==> src/hdl/pf_cfg_pkg.sv <==
package pf_cfg_pkg;

    // Beat geometry of the snooped and forwarded streams
    localparam int DATA_BYTES = 8;                  // Bytes per beat

    // One stream beat of payload
    typedef logic [DATA_BYTES*8-1:0] data_t;

    // Byte enables, contiguous from byte 0
    typedef logic [DATA_BYTES-1:0] keep_t;

    // Valid bytes in one beat, 1..8
    typedef logic [3:0] beat_bytes_t;

    // Beat number inside a packet, bounds MAX_BEATS to 256
    typedef logic [7:0] beat_idx_t;

    // Packet length in bytes
    typedef logic [15:0] pkt_len_t;

    // Rejected plus overflowed packets
    typedef logic [15:0] drop_cnt_t;

endpackage

==> src/hdl/pf_rule_pkg.sv <==
package pf_rule_pkg;

    // Rule word layout
    //   [31]    valid
    //   [23:16] byte offset in packet
    //   [15:8]  compare mask
    //   [7:0]   compare value
    typedef logic [31:0] rule_word_t;

    localparam int RULE_VALID_BIT = 31;
    localparam int RULE_OFS_LSB   = 16;             // Offset field, 8 bits
    localparam int RULE_MASK_LSB  = 8;              // Mask field, 8 bits
    localparam int RULE_VAL_LSB   = 0;              // Value field, 8 bits

    // Rule table index, so at most 16 rules
    typedef logic [3:0] rule_addr_t;

endpackage

==> src/hdl/pf_snooper.sv <==
`timescale 1ns/1ps

module pf_snooper #(
    parameter int MAX_BEATS = 32
) (
    input  logic                    clk,
    input  logic                    rst_n,
    input  logic                    start,
    input  pf_cfg_pkg::data_t       sn_tdata,
    input  pf_cfg_pkg::keep_t       sn_tkeep,
    input  logic                    sn_tvalid,
    input  logic                    sn_tready,
    input  logic                    sn_tlast,
    input  logic                    slot_free,
    output logic                    beat_valid,
    output pf_cfg_pkg::data_t       beat_data,
    output pf_cfg_pkg::beat_idx_t   beat_idx,
    output pf_cfg_pkg::beat_bytes_t beat_bytes,
    output logic                    beat_last,
    output logic                    overflow
);

    typedef enum logic [1:0] {
        s_idle,                                     // Between packets, running
        s_pass,                                     // Admitted packet in flight
        s_skip,                                     // Ignoring rest of packet
        s_wait_start                                // Between packets, stopped
    } state_t;

    state_t                state;
    state_t                end_state;               // Where a packet end lands
    pf_cfg_pkg::beat_idx_t next_idx;
    pf_cfg_pkg::beat_idx_t cur_idx;
    logic                  link_beat;
    logic                  admit;
    logic                  take;

    // Count of valid bytes from a contiguous tkeep
    function automatic pf_cfg_pkg::beat_bytes_t keep_bytes(input pf_cfg_pkg::keep_t keep);
        pf_cfg_pkg::beat_bytes_t n;
        n = '0;
        for (int i = 0; i < pf_cfg_pkg::DATA_BYTES; i++) begin
            if (keep[i]) begin
                n = pf_cfg_pkg::beat_bytes_t'(i + 1);  // Highest set bit wins
            end
        end
        return n;
    endfunction

    assign link_beat = sn_tvalid & sn_tready;       // Observed transfer
    assign admit     = (state == s_idle) & start & slot_free;
    assign take      = link_beat & (admit | (state == s_pass));
    assign cur_idx   = (state == s_pass) ? next_idx : '0;
    assign end_state = start ? s_idle : s_wait_start;

    always_ff @(posedge clk or negedge rst_n) begin
        if (!rst_n) begin
            state      <= s_idle;
            next_idx   <= '0;
            beat_valid <= 1'b0;
            beat_idx   <= '0;
            beat_bytes <= '0;
            beat_last  <= 1'b0;
            overflow   <= 1'b0;
        end else begin
            beat_valid <= take;                     // One-cycle strobe per beat
            // First beat of a packet with no slot to land in
            overflow   <= link_beat & (state == s_idle) & start & ~slot_free;
            if (take) begin
                beat_idx   <= cur_idx;
                beat_bytes <= keep_bytes(sn_tkeep);
                beat_last  <= sn_tlast;
                if (32'(cur_idx) < MAX_BEATS) begin
                    next_idx <= cur_idx + 1'b1;
                end else begin
                    next_idx <= cur_idx;            // Stuck past the slot end
                end
            end
            case (state)
                s_idle, s_wait_start: begin
                    if (link_beat) begin
                        state <= sn_tlast ? end_state : (admit ? s_pass : s_skip);
                    end else begin
                        state <= end_state;         // Follow start between packets
                    end
                end
                s_pass, s_skip: begin
                    if (link_beat && sn_tlast) begin
                        state <= end_state;
                    end
                end
                default: state <= s_idle;
            endcase
        end
    end

    // Payload only, follows the strobe
    always_ff @(posedge clk) begin
        if (take) begin
            beat_data <= sn_tdata;
        end
    end

endmodule

==> src/hdl/pf_rule_matcher.sv <==
`timescale 1ns/1ps

module pf_rule_matcher #(
    parameter int N_RULES = 8
) (
    input  logic                    clk,
    input  logic                    rst_n,
    input  pf_rule_pkg::rule_addr_t inst_wr_addr,
    input  pf_rule_pkg::rule_word_t inst_wr_data,
    input  logic                    inst_wr_en,
    input  logic                    beat_valid,
    input  pf_cfg_pkg::data_t       beat_data,
    input  pf_cfg_pkg::beat_idx_t   beat_idx,
    input  pf_cfg_pkg::beat_bytes_t beat_bytes,
    input  logic                    beat_last,
    input  logic                    overflow,
    output logic                    accept,
    output logic                    reject,
    output pf_cfg_pkg::drop_cnt_t   num_packets_dropped
);

    pf_rule_pkg::rule_word_t rules [N_RULES];
    logic [N_RULES-1:0]      hit;                   // Rules matched so far in packet
    logic [N_RULES-1:0]      hit_now;               // Including the current beat
    logic [N_RULES-1:0]      rule_ok;               // Invalid or matched
    logic [1:0]              drop_inc;
    logic [$bits(pf_cfg_pkg::drop_cnt_t):0] drop_sum;

    // Per-rule byte compare against the current beat
    for (genvar r = 0; r < N_RULES; r++) begin : g_rule
        logic [7:0] ofs;
        logic [7:0] mask;
        logic [7:0] val;
        logic [7:0] pkt_byte;
        logic       in_beat;

        assign ofs  = rules[r][pf_rule_pkg::RULE_OFS_LSB +: 8];
        assign mask = rules[r][pf_rule_pkg::RULE_MASK_LSB +: 8];
        assign val  = rules[r][pf_rule_pkg::RULE_VAL_LSB +: 8];
        // Byte lies in this beat and inside its valid bytes
        assign in_beat  = (beat_idx == {3'b000, ofs[7:3]}) && ({1'b0, ofs[2:0]} < beat_bytes);
        assign pkt_byte = beat_data[{ofs[2:0], 3'b000} +: 8];
        assign hit_now[r] = hit[r] | (in_beat & ((pkt_byte & mask) == (val & mask)));
        assign rule_ok[r] = ~rules[r][pf_rule_pkg::RULE_VALID_BIT] | hit_now[r];
    end

    // Verdict on the last beat, unreached offsets never hit
    assign accept = beat_valid & beat_last & (&rule_ok);
    assign reject = beat_valid & beat_last & ~(&rule_ok);

    assign drop_inc = {1'b0, reject} + {1'b0, overflow};
    assign drop_sum = {1'b0, num_packets_dropped} + drop_inc;

    always_ff @(posedge clk or negedge rst_n) begin
        if (!rst_n) begin
            for (int i = 0; i < N_RULES; i++) begin
                rules[i] <= '0;                     // Empty table accepts all
            end
            hit                 <= '0;
            num_packets_dropped <= '0;
        end else begin
            for (int i = 0; i < N_RULES; i++) begin
                if (inst_wr_en && inst_wr_addr == pf_rule_pkg::rule_addr_t'(i)) begin
                    rules[i] <= inst_wr_data;
                end
            end
            if (beat_valid) begin
                hit <= beat_last ? '0 : hit_now;    // Fresh flags per packet
            end
            if (drop_sum[$bits(pf_cfg_pkg::drop_cnt_t)]) begin
                num_packets_dropped <= '1;          // Saturate
            end else begin
                num_packets_dropped <= drop_sum[$bits(pf_cfg_pkg::drop_cnt_t)-1:0];
            end
        end
    end

endmodule

==> src/hdl/pf_packet_buffer.sv <==
`timescale 1ns/1ps

module pf_packet_buffer #(
    parameter int MAX_BEATS = 32
) (
    input  logic                    clk,
    input  logic                    rst_n,
    input  logic                    beat_valid,
    input  pf_cfg_pkg::data_t       beat_data,
    input  pf_cfg_pkg::beat_idx_t   beat_idx,
    input  pf_cfg_pkg::beat_bytes_t beat_bytes,
    input  logic                    beat_last,
    input  logic                    accept,
    input  logic                    rd_release,
    input  logic                    rd_en,
    input  pf_cfg_pkg::beat_idx_t   rd_addr,
    output logic                    slot_free,
    output logic                    rd_full,
    output pf_cfg_pkg::pkt_len_t    rd_len,
    output pf_cfg_pkg::data_t       rd_data
);

    localparam int AW = (MAX_BEATS > 1) ? $clog2(MAX_BEATS) : 1;

    pf_cfg_pkg::data_t    mem [2][MAX_BEATS];       // Two packet slots
    pf_cfg_pkg::pkt_len_t len [2];                  // Byte length per slot
    logic [1:0]           full;
    logic                 wptr;                     // Slot being filled
    logic                 rptr;                     // Slot being forwarded
    logic                 in_slot;
    pf_cfg_pkg::pkt_len_t last_len;

    assign in_slot  = 32'(beat_idx) < MAX_BEATS;    // Longer packets are truncated
    assign last_len = in_slot ?
                      pf_cfg_pkg::pkt_len_t'({beat_idx, 3'b000}) +
                      pf_cfg_pkg::pkt_len_t'(beat_bytes) :
                      pf_cfg_pkg::pkt_len_t'(MAX_BEATS * pf_cfg_pkg::DATA_BYTES);

    // A commit this cycle moves the write side to the other slot
    assign slot_free = accept ? ~full[~wptr] : ~full[wptr];
    assign rd_full   = full[rptr];
    assign rd_len    = len[rptr];

    always_ff @(posedge clk or negedge rst_n) begin
        if (!rst_n) begin
            full <= 2'b00;
            wptr <= 1'b0;
            rptr <= 1'b0;
        end else begin
            if (accept) begin
                full[wptr] <= 1'b1;                 // Commit
                wptr       <= ~wptr;
            end
            if (rd_release) begin
                full[rptr] <= 1'b0;                 // Forwarded, hand slot back
                rptr       <= ~rptr;
            end
        end
    end

    // Rejected packet stays in place and gets overwritten
    always_ff @(posedge clk) begin
        if (beat_valid && in_slot) begin
            mem[wptr][beat_idx[AW-1:0]] <= beat_data;
        end
        if (beat_valid && beat_last) begin
            len[wptr] <= last_len;
        end
        if (rd_en) begin
            rd_data <= mem[rptr][rd_addr[AW-1:0]];  // One cycle read
        end
    end

endmodule

==> src/hdl/pf_forwarder.sv <==
`timescale 1ns/1ps

module pf_forwarder #(
    parameter int MAX_BEATS = 32
) (
    input  logic                  clk,
    input  logic                  rst_n,
    input  logic                  rd_full,
    input  pf_cfg_pkg::pkt_len_t  rd_len,
    input  pf_cfg_pkg::data_t     rd_data,
    input  logic                  fwd_tready,
    output logic                  rd_en,
    output pf_cfg_pkg::beat_idx_t rd_addr,
    output logic                  rd_release,
    output pf_cfg_pkg::data_t     fwd_tdata,
    output pf_cfg_pkg::keep_t     fwd_tkeep,
    output logic                  fwd_tlast,
    output logic                  fwd_tvalid
);

    typedef enum logic [1:0] {
        s_idle,                                     // Waiting for a committed slot
        s_fetch,                                    // Memory read in progress
        s_present                                   // Beat on the bus
    } state_t;

    state_t                state;
    pf_cfg_pkg::beat_idx_t beat_cnt;                // Beat being sent
    pf_cfg_pkg::pkt_len_t  last_idx;
    pf_cfg_pkg::keep_t     tail_keep;
    logic                  is_last;

    assign last_idx  = (rd_len - 1'b1) >> 3;        // Final beat number
    // Stop at the slot end as well
    assign is_last   = (pf_cfg_pkg::pkt_len_t'(beat_cnt) == last_idx) ||
                       (32'(beat_cnt) >= MAX_BEATS - 1);
    assign tail_keep = (rd_len[2:0] == 3'd0) ? '1 :
                       pf_cfg_pkg::keep_t'((9'd1 << rd_len[2:0]) - 9'd1);

    assign rd_en      = (state == s_fetch);
    assign rd_addr    = beat_cnt;
    assign fwd_tvalid = (state == s_present);
    assign fwd_tdata  = rd_data;                    // Read register holds during stall
    assign fwd_tkeep  = is_last ? tail_keep : '1;
    assign fwd_tlast  = fwd_tvalid & is_last;
    assign rd_release = fwd_tvalid & fwd_tready & is_last;

    always_ff @(posedge clk or negedge rst_n) begin
        if (!rst_n) begin
            state    <= s_idle;
            beat_cnt <= '0;
        end else begin
            case (state)
                s_idle: begin
                    if (rd_full) begin
                        beat_cnt <= '0;
                        state    <= s_fetch;
                    end
                end
                s_fetch: state <= s_present;        // Data lands next cycle
                s_present: begin
                    if (fwd_tready) begin
                        if (is_last) begin
                            state <= s_idle;        // Slot released this edge
                        end else begin
                            beat_cnt <= beat_cnt + 1'b1;
                            state    <= s_fetch;
                        end
                    end
                end
                default: state <= s_idle;
            endcase
        end
    end

endmodule

==> src/hdl/pf_top.sv <==
`timescale 1ns/1ps

module pf_top #(
    parameter int N_RULES   = 8,
    parameter int MAX_BEATS = 32
) (
    input  logic                    clk,
    input  logic                    rst_n,
    input  logic                    start,
    input  pf_cfg_pkg::data_t       sn_tdata,
    input  pf_cfg_pkg::keep_t       sn_tkeep,
    input  logic                    sn_tvalid,
    input  logic                    sn_tready,
    input  logic                    sn_tlast,
    output pf_cfg_pkg::data_t       fwd_tdata,
    output pf_cfg_pkg::keep_t       fwd_tkeep,
    output logic                    fwd_tlast,
    output logic                    fwd_tvalid,
    input  logic                    fwd_tready,
    input  pf_rule_pkg::rule_addr_t inst_wr_addr,
    input  pf_rule_pkg::rule_word_t inst_wr_data,
    input  logic                    inst_wr_en,
    output pf_cfg_pkg::drop_cnt_t   num_packets_dropped
);

    // Snooper to matcher and buffer
    logic                    beat_valid;
    pf_cfg_pkg::data_t       beat_data;
    pf_cfg_pkg::beat_idx_t   beat_idx;
    pf_cfg_pkg::beat_bytes_t beat_bytes;
    logic                    beat_last;
    logic                    overflow;
    // Verdict and slot handshakes
    logic                    accept;
    logic                    reject;
    logic                    slot_free;
    // Buffer read side
    logic                    rd_full;
    pf_cfg_pkg::pkt_len_t    rd_len;
    pf_cfg_pkg::data_t       rd_data;
    logic                    rd_en;
    pf_cfg_pkg::beat_idx_t   rd_addr;
    logic                    rd_release;

    pf_snooper #(.MAX_BEATS(MAX_BEATS)) u_snooper (
        .clk, .rst_n, .start, .sn_tdata, .sn_tkeep, .sn_tvalid, .sn_tready, .sn_tlast,
        .slot_free, .beat_valid, .beat_data, .beat_idx, .beat_bytes, .beat_last, .overflow
    );

    pf_rule_matcher #(.N_RULES(N_RULES)) u_matcher (
        .clk, .rst_n, .inst_wr_addr, .inst_wr_data, .inst_wr_en,
        .beat_valid, .beat_data, .beat_idx, .beat_bytes, .beat_last, .overflow,
        .accept, .reject, .num_packets_dropped
    );

    pf_packet_buffer #(.MAX_BEATS(MAX_BEATS)) u_buffer (
        .clk, .rst_n, .beat_valid, .beat_data, .beat_idx, .beat_bytes, .beat_last,
        .accept, .rd_release, .rd_en, .rd_addr, .slot_free, .rd_full, .rd_len, .rd_data
    );

    pf_forwarder #(.MAX_BEATS(MAX_BEATS)) u_forwarder (
        .clk, .rst_n, .rd_full, .rd_len, .rd_data, .fwd_tready,
        .rd_en, .rd_addr, .rd_release, .fwd_tdata, .fwd_tkeep, .fwd_tlast, .fwd_tvalid
    );

endmodule

==> config.mk <==
export PLATFORM = sky130hd
export DESIGN_NAME = pf_top
export DESIGN_NICKNAME = d
export VERILOG_FILES = /design/src/hdl/pf_cfg_pkg.sv /design/src/hdl/pf_rule_pkg.sv /design/src/hdl/pf_snooper.sv /design/src/hdl/pf_rule_matcher.sv /design/src/hdl/pf_packet_buffer.sv /design/src/hdl/pf_forwarder.sv /design/src/hdl/pf_top.sv
export SDC_FILE = /design/constraint.sdc
export NUM_CORES = 2
export LEC_CHECK = 0
export BUFFER_PORTS_ARGS = -buffer_cell sky130_fd_sc_hd__buf_4
export CORE_MARGIN = 10
export CORE_UTILIZATION = 30
export DETAILED_ROUTE_END_ITERATION = 16
export PLACE_DENSITY = 0.46
export SLEW_MARGIN = 30
export SYNTH_ARGS = -nofsm -noshare
export SYNTH_HDL_FRONTEND = slang
export SYNTH_MEMORY_MAX_BITS = 65536
export SYNTH_SLANG_ARGS = --single-unit
==> constraint.sdc <==
create_clock -name clk -period 8.4 [get_ports clk]
set_clock_uncertainty 0.1 [all_clocks]
set_input_delay 0 -clock clk [delete_from_list [all_inputs] [get_ports clk]]
set_output_delay 0 -clock clk [all_outputs]
set_load 0.05 [all_outputs]
==> metrics.txt <==
Final Hold Viols=0; number of fill cells in the layout=53882; Met2 Routed Length=272000 um; max cap viols=0; DRT Pass-1 Iters=8; slew margin rel.=27.7%; Post-CTS Hold Buffers=229; worst slew pin tran=1080 ps; vias in the first global route=89341; vias=86165; I/O pins=206; critical path type=reg -> reg; commonest register cell after synthesis=edfxtp_1; Num Clock Sinks=4511; worst-path cell chain=buf_6 -> buf_4 -> mux4_2 -> mux2i_1 -> xor2_1 -> nor2_1 -> a2111oi_2 -> a41oi_1 -> or4_1 -> nor3_4 -> o21ai_2 -> a31oi_4 -> buf_12 -> mux2_1 -> dlygate4sd3_1; H-tree depth=5; Overflow after GRT=0; status=finished clean; WL per Instance=33.8 um; Min-Delay Endpoint=u_snooper.beat_data[21]; placed cell area=189000 um2; R2R cell count=15; # resized after CTS=0; die area=619000 um2; Routed WL=556000 um; Cell Area, Synth=176000 um2; RSZ-0062 raised after global routing=no; CTS tree=yes; met3 WL=32600 um; setup bufs post-CTS=0; Final Non-Filler Cells=16463; worst setup margin=2300 ps; Syn-to-layout area delta=17.7%; reg-to-reg setup timing slack=2300 ps; die height=787 um; clock buffer depth=4; minimum clock period=6100 ps; Synth top area share=72.4%; synth unique cells=67; largest net degree at the start of global routing=149; Slew Viols, Final=0; most frequent cells in the layout=edfxtp_1, mux4_2, clkbuf_16; Worst-path clk slew=60 ps; number of port buffers=197; FFs w/ async S/R, synth=5.83%; Startpoint Class=flip-flop; multi-input logic area=41000 um2; number of synthesized flops with an enable pin=4248; Initial DRC Count=9803; Max Fclk=0.164 GHz; die width=787 um; all-layer global routing usage=17.6%; core area=586000 um2; worst skew pair latency=1070 ps; Root Driver=clkbuf_16; commonest non-fill, non-tap cell in the layout=edfxtp_1; HP Class=in -> reg; Hold Crit Start=sn_tdata[21]; r2r startpoint=u_snooper.beat_data[48]; Layout Nets=8395; gpl congestion=0.785; Initial Util=30.1%; worst path arrival time=6930 ps; power per cell area=279 nW/um2; clock buffer count from CTS=482; Critical Path End Type=flip-flop; Finish-stage setup viols=0; setup total negative slack=0 ps; antenna violations before repair=40; Synth area leader=edfxtp_1; ratio of cells with drive above 1 in the final layout=33.3%; WL met1=241000 um; Required @ worst endpoint=9230 ps; Cell Rows=281; reg-to-reg endpoint=u_snooper.beat_last; maximum VDD drop=0.241 mV; Max stage delay on crit path=730 ps; synth top area cells=edfxtp_1, mux4_2, dfrtp_1, mux2_2, mux2i_1; crit share post-route=72.6%; first-pass GRT wire length=759000 um; Via density=5.23; Hold WS=104 ps; flop and latch count out of synthesis=4511; YS warnings=0; crit-path max FO=51; pre-CTS setup slack=2230 ps; post-route cell area=207000 um2; DRC=0; Leak=0.0637 uW; WHS Path Cells=3; Max Used Layer=met5; Sequential Area=134000 um2; Syn Area/Cell=23.6 um2; Post-Place Cells=15317; Antenna Nets Post-Route=0; Critical-path top delay cell=or4_1; Gate Count Post-Synth=7466; dpl hpwl=285000 um; post-synthesis sequential area ratio=76.1%
-- cell type report --
class / instances / share of cell area (%)
Antenna cell: 7 / 0.00844
Clock inverter: 286 / 1.38
Sequential cell: 4511 / 64.7
Multi-Input combinational cell: 2533 / 19.8
Clock buffer: 619 / 6.15
Tap cell: 7782 / 4.69
Inverter: 29 / 0.0525
Timing Repair Buffer: 696 / 3.28
-- stage by stage --
step	util [%]	power, uW
after CTS	35.4	58500
after detailed placement	32.3	37300
after global routing	35.4	59900
after floorplan	-	33200
after global placement	32.3	37200
final	35.4	57800
-- synth_stat cells, types with 16 or more instances --
cell,instances
a221oi_1,37
o22ai_1,39
dfrtp_1,263
mux4_2,1392
ha_1,25
buf_1,112
inv_1,29
nor2_1,130
mux2_2,276
nand2b_1,28
buf_2,19
xor2_1,65
edfxtp_1,4248
nor3_1,17
mux2i_1,116
nand3_1,23
o21ai_0,23
clkbuf_1,264
and3_1,16
a21oi_1,27
nand2_1,71
xnor2_1,60
a31oi_1,17
-- logic make-up (layout without fill, tap and decap cells) --
kind of cell / after synthesis / in the layout / share of synthesized area (%)
other cells: 2 / 14 / 0.00426
compound gates: 235 / 235 / 0.970
fa+ha+maj: 26 / 26 / 0.189
mux: 1789 / 1789 / 20.2
buf+inv: 427 / 1630 / 0.929
simple gates: 351 / 351 / 0.950
xor+xnor: 125 / 125 / 0.621
flops: 4511 / 4511 / 76.1
-- critical path, delay by kind of cell (launching register included) --
| kind | cells | cell delay (ps) |
|---|---|---|
| flops | 1 | 540 |
| mux | 3 | 1060 |
| buf+inv | 4 | 1420 |
| compound gates | 4 | 1450 |
| simple gates | 3 | 1160 |
| xor+xnor | 1 | 170 |
-- power by group --
group	internal (uW)	switching [uW]	total, uW
Sequential	25400	679	26100
Clock	12000	9010	21100
Combinational	4620	6000	10600
-- layer usage --
metal,global-route usage [%],vias to the layer above
li1,-,33713
met1,24.8,48648
met2,29.2,3108
met3,2.44,694
met4,3.32,2
met5,0,-
-- state kept, by name, indices dropped and copies added (netlist names) --
register	cells
u_buffer.rptr	1
u_snooper.state	2
u_snooper.overflow	1
u_buffer.len	24
u_buffer.full	2
u_matcher.g_rule.ofs	64
u_snooper.beat_idx	8
u_forwarder.rd_addr	8
u_forwarder.state	2
u_snooper.next_idx	8
u_buffer.mem	4096
u_snooper.beat_data	64
u_matcher.hit	8
u_matcher.rules	8
u_snooper.beat_last	1
u_buffer.rd_data	64
u_snooper.beat_valid	1
u_matcher.num_packets_dropped	16
u_matcher.g_rule.mask	64
u_buffer.wptr	1
u_matcher.g_rule.val	64
u_snooper.beat_bytes	4
-- how the worst max path moves through the flow --
| stage | startpoint | endpoint | depth (start not counted) |
|---|---|---|---|
| after floorplan | u_snooper.beat_data[9] | u_matcher.num_packets_dropped[10] | 19 |
| after global placement | u_snooper.beat_data[19] | u_matcher.num_packets_dropped[10] | 17 |
| after detailed placement | u_snooper.beat_data[48] | u_matcher.num_packets_dropped[8] | 18 |
| after CTS | u_snooper.beat_data[48] | u_snooper.beat_bytes[2] | 14 |
| after global routing | u_snooper.beat_data[48] | u_snooper.beat_bytes[2] | 15 |
| final | u_snooper.beat_data[48] | u_snooper.beat_last | 15 |
(Power assumes the default switching activity.)
